==> src/icache_pkg.sv <==
package icache_pkg;

    // geometry of the two-way cache
    localparam int num_sets = 64;
    localparam int num_ways = 2;

    // fetch address fields
    localparam int index_w  = 6;
    localparam int tag_w    = 23;
    localparam int offset_w = 3;

    // payload widths
    localparam int line_w = 64;
    localparam int word_w = 32;

    // memory side works on whole lines, tag and index only
    localparam int line_addr_w = tag_w + index_w;

    // processor fetch address, tag in the top bits
    typedef struct packed {
        logic [tag_w-1:0]    tag;
        logic [index_w-1:0]  index;
        logic [offset_w-1:0] offset;
    } fetch_addr_t;

    // tag array entry
    typedef struct packed {
        logic             valid;
        logic [tag_w-1:0] tag;
    } vtag_t;

    // one cache line, word 1 in the upper half
    // indexed directly by offset bit 2
    typedef struct packed {
        logic [line_w/word_w-1:0][word_w-1:0] words;
    } line_t;

    // controller FSM
    typedef enum logic [1:0] {
        idle,
        lookup,
        miss,
        replace
    } ic_state_t;

endpackage

==> src/icache_ctrl.sv <==
module icache_ctrl (
    input  logic                               clk,
    input  logic                               rst,
    // processor side
    input  logic                               req_valid,
    input  icache_pkg::fetch_addr_t            req_addr,
    output logic                               addr_ok,
    output logic                               data_ok,
    output logic [icache_pkg::word_w-1:0]      rdata,
    // memory side
    output logic                               rd_req,
    output logic [icache_pkg::line_addr_w-1:0] rd_line_addr,
    input  logic                               ret_valid,
    input  icache_pkg::line_t                  ret_data,
    // tag array
    output logic                               tag_en,
    output logic [icache_pkg::num_ways-1:0]    tag_we,
    output logic [icache_pkg::index_w-1:0]     tag_addr,
    output icache_pkg::vtag_t                  tag_wdata,
    input  icache_pkg::vtag_t                  tag_rdata [icache_pkg::num_ways],
    // data array
    output logic                               data_en,
    output logic [icache_pkg::num_ways-1:0]    data_we,
    output logic [icache_pkg::index_w-1:0]     data_addr,
    output icache_pkg::line_t                  data_wdata,
    input  icache_pkg::line_t                  data_rdata [icache_pkg::num_ways]
);

    icache_pkg::ic_state_t state;
    icache_pkg::ic_state_t next_state;

    icache_pkg::fetch_addr_t req_buf;
    icache_pkg::line_t       miss_buf;
    icache_pkg::line_t       hit_line;

    logic [icache_pkg::num_sets-1:0] lru;
    logic [icache_pkg::num_ways-1:0] way_hit;
    logic [icache_pkg::num_ways-1:0] fill_we;
    logic [icache_pkg::index_w-1:0]  sweep_cnt;

    logic sweep_busy;
    logic accept;
    logic cache_hit;
    logic hit_way;
    logic victim;
    logic next_victim;

    assign accept = req_valid && addr_ok;

    // tag array clear after reset, one set per cycle
    always_ff @(posedge clk) begin
        if (rst) begin
            sweep_busy <= 1'b1;
            sweep_cnt  <= '0;
        end else if (sweep_busy) begin
            sweep_cnt <= sweep_cnt + 1'b1;
            if (&sweep_cnt) begin
                sweep_busy <= 1'b0;
            end
        end
    end

    // request buffer
    always_ff @(posedge clk) begin
        if (accept) begin
            req_buf <= req_addr;
        end
    end

    // miss buffer holds the returned line until replace
    always_ff @(posedge clk) begin
        if (state == icache_pkg::miss && ret_valid) begin
            miss_buf <= ret_data;
        end
    end

    // tag compare against the buffered request
    always_comb begin
        for (int w = 0; w < icache_pkg::num_ways; w++) begin
            way_hit[w] = tag_rdata[w].valid && (tag_rdata[w].tag == req_buf.tag);
        end
    end

    assign cache_hit = |way_hit;
    assign hit_way   = way_hit[1];
    assign hit_line  = hit_way ? data_rdata[1] : data_rdata[0];

    // invalid ways fill first, way 0 before way 1
    always_comb begin
        if (!tag_rdata[0].valid) begin
            next_victim = 1'b0;
        end else if (!tag_rdata[1].valid) begin
            next_victim = 1'b1;
        end else begin
            next_victim = lru[req_buf.index];
        end
    end

    always_ff @(posedge clk) begin
        if (rst) begin
            victim <= 1'b0;
        end else if (state == icache_pkg::lookup && !cache_hit) begin
            victim <= next_victim;
        end
    end

    // lru bit names the way to replace next
    always_ff @(posedge clk) begin
        if (rst) begin
            lru <= '0;
        end else if (state == icache_pkg::lookup && cache_hit) begin
            lru[req_buf.index] <= ~hit_way;
        end else if (state == icache_pkg::replace) begin
            lru[req_buf.index] <= ~victim;
        end
    end

    // next state
    always_comb begin
        next_state = state;
        unique case (state)
            icache_pkg::idle: begin
                if (accept) begin
                    next_state = icache_pkg::lookup;
                end
            end
            icache_pkg::lookup: begin
                if (!cache_hit) begin
                    next_state = icache_pkg::miss;
                end else if (!accept) begin
                    next_state = icache_pkg::idle;
                end
            end
            icache_pkg::miss: begin
                if (ret_valid) begin
                    next_state = icache_pkg::replace;
                end
            end
            icache_pkg::replace: begin
                next_state = icache_pkg::idle;
            end
            default: begin
                next_state = icache_pkg::idle;
            end
        endcase
    end

    always_ff @(posedge clk) begin
        if (rst) begin
            state <= icache_pkg::idle;
        end else begin
            state <= next_state;
        end
    end

    // processor handshake
    assign addr_ok = !sweep_busy
        && (state == icache_pkg::idle || (state == icache_pkg::lookup && cache_hit));
    assign data_ok = (state == icache_pkg::lookup && cache_hit)
        || state == icache_pkg::replace;
    assign rdata = (state == icache_pkg::replace) ? miss_buf.words[req_buf.offset[2]]
                                                  : hit_line.words[req_buf.offset[2]];

    // line read toward memory
    assign rd_req       = (state == icache_pkg::miss);
    assign rd_line_addr = {req_buf.tag, req_buf.index};

    // fill goes to the latched victim only
    always_comb begin
        fill_we = '0;
        if (state == icache_pkg::replace) begin
            fill_we[victim] = 1'b1;
        end
    end

    // arrays read at the incoming index on acceptance, write on replace
    assign tag_en   = sweep_busy || accept || state == icache_pkg::replace;
    assign tag_we   = sweep_busy ? '1 : fill_we;
    assign tag_addr = sweep_busy ? sweep_cnt
                    : (state == icache_pkg::replace) ? req_buf.index : req_addr.index;

    always_comb begin
        tag_wdata.valid = !sweep_busy;
        tag_wdata.tag   = sweep_busy ? '0 : req_buf.tag;
    end

    assign data_en    = accept || state == icache_pkg::replace;
    assign data_we    = fill_we;
    assign data_addr  = (state == icache_pkg::replace) ? req_buf.index : req_addr.index;
    assign data_wdata = miss_buf;

endmodule

==> config.mk <==
export PLATFORM = sky130hd
export DESIGN_NAME = icache_ctrl
export DESIGN_NICKNAME = d
export VERILOG_FILES = /design/src/icache_pkg.sv /design/src/icache_ctrl.sv
export SDC_FILE = /design/constraint.sdc
export NUM_CORES = 1
export LEC_CHECK = 0
export BUFFER_PORTS_ARGS = -buffer_cell sky130_fd_sc_hd__buf_2
export CAP_MARGIN = 30
export CORE_AREA = 2 2 174 176
export CTS_CLUSTER_SIZE = 8
export DETAILED_ROUTE_END_ITERATION = 6
export DIE_AREA = 0 0 176 178
export GPL_TIMING_DRIVEN = 0
export PLACE_DENSITY = 0.67
export SYNTH_ARGS = -nofsm -noshare
export SYNTH_HDL_FRONTEND = slang
export SYNTH_SLANG_ARGS = --single-unit
==> constraint.sdc <==
create_clock -name clk -period 4.5 [get_ports clk]
set_input_delay 0.9 -clock clk [delete_from_list [all_inputs] [get_ports clk]]
set_output_delay 0.9 -clock clk [all_outputs]
set_load 0.005 [all_outputs]
# After elaboration in Yosys (flattened, before gate mapping)
# Cells that the tools add are included.
# word_totals
ff_bits	170
latchBits	0
ram_bits	0
mem_bits_ro	0
in_bits	276
out_inout_bits	170
word_cells	77
mem_count	0
# op_classes
add_sub_neg	1
n_mul	0
div_mod_pow	0
magnitude_cmp	5
eq_ne	8
shift	0
muxes	30
n_bitwise	2
n_reduce_logical	21
# op_table
operator	count
64-bit 2-to-1 mux	3
32-bit 2-to-1 mux	5
64-bit bitwise mux	2
23-bit equality test	2
23-bit 2-to-1 mux	1
2-bit 2-to-1 mux	6
6-bit 2-to-1 mux	2
1-bit logical AND	9
2-bit case mux with 4 select lines	1
6-bit by 7-bit less-than comparator with 1-bit output, second input constant	1
1-bit 2-to-1 mux	7
6-bit by 1-bit adder with 6-bit output, second input constant	1
1-bit binary-select mux with 6-bit select	1
1-bit demux with 6-bit select	1
6-bit by 1-bit greater-or-equal comparator with 1-bit output, second input constant	1
6-bit AND reduction	1
1-bit logical OR	5
2-bit equality test, second input constant	2
1-bit by 2-bit less-than comparator with 1-bit output, second input constant	2
3-bit inequality test, second input constant	1
3-bit AND reduction	1
2-bit by 1-bit equality test with 1-bit output, second input constant	1
1-bit logical NOT	2
2-bit logical NOT	1
other kinds (7)	8

# Depth between registers and ports, before layout
# depth
depth_word	10
mapped_depth	10
mapped_depth_nobuf	7

# Worst setup path after synthesis
# No wires, ideal clock.
# synth_path
kind	in2out
from	input port tag_rdata[0] (netlist bit)
to	output port rdata[10] (netlist bit)
arrival_ns	2.933
required_time_ns	3.600
slack_ns	0.667
stages	9
n_path_buf	3
cell_sequence	xor2_1 -> nor4_1 -> nand4_1 -> or3_1 -> buf_6 -> buf_8 -> buf_12 -> mux2_4 -> mux4_2
# synth_between
elab_chain_len	6
# synth_rtl
element	line_no	rtl
from (decl)	icache_ctrl.sv:20	input icache_pkg::vtag_t tag_rdata [icache_pkg::num_ways],
23-bit equality test	icache_ctrl.sv:80	way_hit[w] = tag_rdata[w].valid && (tag_rdata[w].tag == req_buf.tag);
1-bit logical AND	icache_ctrl.sv:80	
64-bit 2-to-1 mux	icache_ctrl.sv:86	assign hit_line = hit_way ? data_rdata[1] : data_rdata[0];
32-bit 2-to-1 mux (implied by the code) (2 in a row)	icache_ctrl.sv:162	: hit_line.words[req_buf.offset[2]];
32-bit 2-to-1 mux	icache_ctrl.sv:161	assign rdata = (state == icache_pkg::replace) ? miss_buf.words[req_buf.offset[2]]
to (decl)	icache_ctrl.sv:9	output logic [icache_pkg::word_w-1:0] rdata,
# Every way passes these cells. The select of a mux whose other input is x is not followed.

# Final worst setup path
# layout_path
from	input port tag_rdata[4] (netlist bit)
to	output port rdata[8] (netlist bit)
# Same word-level chain as after synthesis.

==> impl_results.md <==
* Netlist cell types at 53
* First-pass GRT wire length at about 53000 um
* Post-route ant nets at 0
* CTS Hold Buffers Added at 0
* Grt ovf at 0
* Flop2flop setup slack at 980 ps
* DP Wirelength at 30500 um
* CP Class: in -> out
* Crit path required time at 3600 ps
* CP top delay family: simple AND/OR/NAND/NOR gates
* Number of port buffers at 443
* Per-cell routed wire length at 22.7 um
* DRT iter0 DRCs at 607
* CP Launch Type: input port
* TritonCTS Buffers at 17
* Initial Utilization at 33.4%
* Worst vdd ir at 0.177 mV
* Ys Warns at 0
* WP data arrival at 3490 ps
* RSZ-0062 raised after global routing: false
* P&R area growth vs syn at 35.4%
* First-pass DRT Iterations at 5
* Share of layout cells above drive strength 1 at 51.6%
* Pwr dens at 261 mW/mm^2
* Initial antenna violation count at 8
* Worst Reg-to-Reg Cells at 9
* P_leak at 5.65 nW
* Ys flop type: edfxtp_1
* Fmax at 228 MHz
* Slowest library cell on the worst path: mux4_2
* Clock power share at 45.1%
* CTS tree: yes
* WHS Path Cells at 2
* Final Hold Fails at 0
* M2 GR Usage at 40.9%
* Syn Nets at 1083
* Final Max Slew Viols at 0
* Die Span Y at 178 um
* Internal power consumption at 2.70 mW
* CP max FO at 10
* Worst-path clk slew at around 70 ps
* Hold Crit Class: reg -> reg
* Net Switching at 768 uW
* CTS Sinks at around 170
* Max incr delay on CP at between 400 and 500 ps
* Tot GR Track Use at 23.1%
* Combinational share of power at a little over 8%
* Sequential power share at 46.8%
* Final RePlAce weighted congestion at 0.966
* Worst-Skew Late Latency at 430 ps
* Async set or reset register ratio after synthesis at 0%
* Final core occ at 45.2%
* Pin count of the biggest net entering global routing at 45
* Critical path depth in cells at 11
* Power, Total at 3.47 mW
* Vias in the first global route at between 8000 and 9000
* Post-synthesis sequential area ratio at between 40 and 50%
* Worst Path Buf+Inv at 5
* Vias per cell at 5.09
* Vias at 8578
* Max-cap violations at 0
* Most Used Layer, Global Route: met2
* Row Count at 63
* Fin crit share at 97.5%
* Crit path cell chain: buf_2 > xor2_1 > nor4_2 > nand4_1 > or3_4 > buf_6 > buf_8 > buf_12 > mux2_4 > mux4_2 > buf_2
* Net Sw Frac at ~22%
* H-tree level count at 4
* Clk buf depth at 2
* Worst clock skew at 11.9 ps
* Endpoints failing setup at 0
* Syn_area_per_cell at around 12 um^2
* Die area at 0.0313 mm^2
* Fill cells at 2744
* Worst slew pin tran at between 800 and 900 ps
* Residual DRC count at 0
* Post-synth EDFFs at 94
* Post-Route WL at 38200 um
* Die width at 176 um
* Area occupied by registers at 0.00430 mm^2
* Multi-input gate area at between 0.004 and 0.005 mm^2
* CP dominant cell by count: buf_2
* Slew margin rel. at 40.1%
* Status: finished clean
* Setup crit end kind: primary output
* Cell area after synthesis at 0.00981 mm^2
* Met3 usage at 4.39%
* Placeable Area at 0.0294 mm^2
* Met1 Usage GRT at 27.1%
* Final nets at between 1500 and 2000
* Clock tree root driver cell: clkbuf_16
* Synthesized flop and latch total at around 170
* Fin crit period at 4390 ps
* Mapped Cells at 806
* IO Count at 446
## power groups by stage
stage / Sequential, mW / Combinational, mW / Clock (mW)
2_1_floorplan: 1.66 / 0.103 / 0
3_3_place_gp: 1.66 / 0.273 / 0
3_5_place_dp: 1.66 / 0.280 / 0
4_1_cts: 1.62 / 0.282 / 1.59
5_1_grt: 1.62 / 0.301 / 1.66
6_report: 1.62 / 0.282 / 1.56
## synth_stat cells, drive strengths merged (2+ instances only)
cell type	number	area, um^2
a21oi	6	30.0
a221oi	4	35.0
a22oi	3	22.5
a31oi	2	12.5
and2	5	31.3
and3	2	12.5
buf	48	365
clkbuf	46	173
dfxtp	74	1480
edfxtp	94	2820
inv	5	18.8
mux2	82	1030
mux2i	68	681
mux4	40	901
nand2	19	71.3
nand2b	65	407
nand3	30	150
nand3b	4	30.0
nand4	17	106
nor2	39	146
nor2b	33	206
nor3	2	10.0
nor3b	2	20.0
nor4	41	432
o21ai	8	40.0
or3	3	18.8
xnor2	15	131
xor2	35	307
## worst min-delay path, stage by stage (launching register included)
cell      delay (ps)
dfxtp_1          310
nand2b_1          60
mux2i_1           60
## logic make-up (layout without fill, tap and decap cells)
kind of cell / count (synthesis) / after routing / synth area share, %
adders and majority gates: 1 / 1 / 0.128
DFF: 168 / 168 / 43.9
xor gates and xnor gates: 50 / 50 / 4.46
muxes: 190 / 190 / 26.6
and+or+nand+nor: 265 / 265 / 17.0
AOI/OAI and AO/OA: 33 / 33 / 2.27
other: 0 / 4 / 0
buffers and inverters: 99 / 584 / 5.68
## final cells by class
class                   instances  area share [%]
plain buffers                  94            4.09
flip-flops and latches        168            32.4
multi-input cells             539            37.4
clock inverters                 7           0.556
diodes                          4          0.0754
well taps                     390            3.68
inverters                       5           0.141
clock buffers                  25            4.14
repair buffers                453            17.5
## sequential cells by signal, summed over array words and instances (netlist names), named ones only
register      flops
data_wdata       64
lru              64
rd_line_addr     29
sweep_cnt         6
req_buf           1
state             1
sweep_busy        1
victim            1
## stage by stage
step           setup TNS [ps]  setup slack [ps]  instances  area (um^2)  hold WS [ps]
2_1_floorplan               0               667        806         9810           445
3_3_place_gp             -891              -189       1639        12500           456
3_5_place_dp             -813              -158       1641        12600           463
4_1_cts                     0              20.2       1673        13200           476
5_1_grt                     0              41.7       1685        13300           495
6_report                    0               113       1685        13300           473
## cells in the final DEF (no fill, tap or decap), types with 37 or more instances in the layout
master	count
buf_2	447
edfxtp_1	94
nor2_1	39
nand2b_1	65
mux2i_1	68
mux4_2	40
mux2_2	37
dfxtp_1	74
buf_4	40
clkbuf_1	46
## final timing paths
check	endpoint	from
min	lru[17]	lru[17]
max reg2reg	req_buf[2]	rd_line_addr[10]
max	rdata[8]	tag_rdata[4]
min reg2reg	lru[17]	lru[17]
## routing by layer
| layer | vias up | wire length (um) |
|---|---|---|
| li1 | 3881 | - |
| met1 | 4176 | 14700 |
| met2 | 451 | 19500 |
| met3 | 64 | 2690 |
| met4 | 6 | 1320 |
| met5 | - | 30 |
## timing repair
action	4_1_cts	5_1_grt
setup endpoints to repair	21	30
buffers inserted	0	8
gates resized for setup	4	4
pin swaps	0	5
Note: power is estimated with default switching activity, not from simulation.
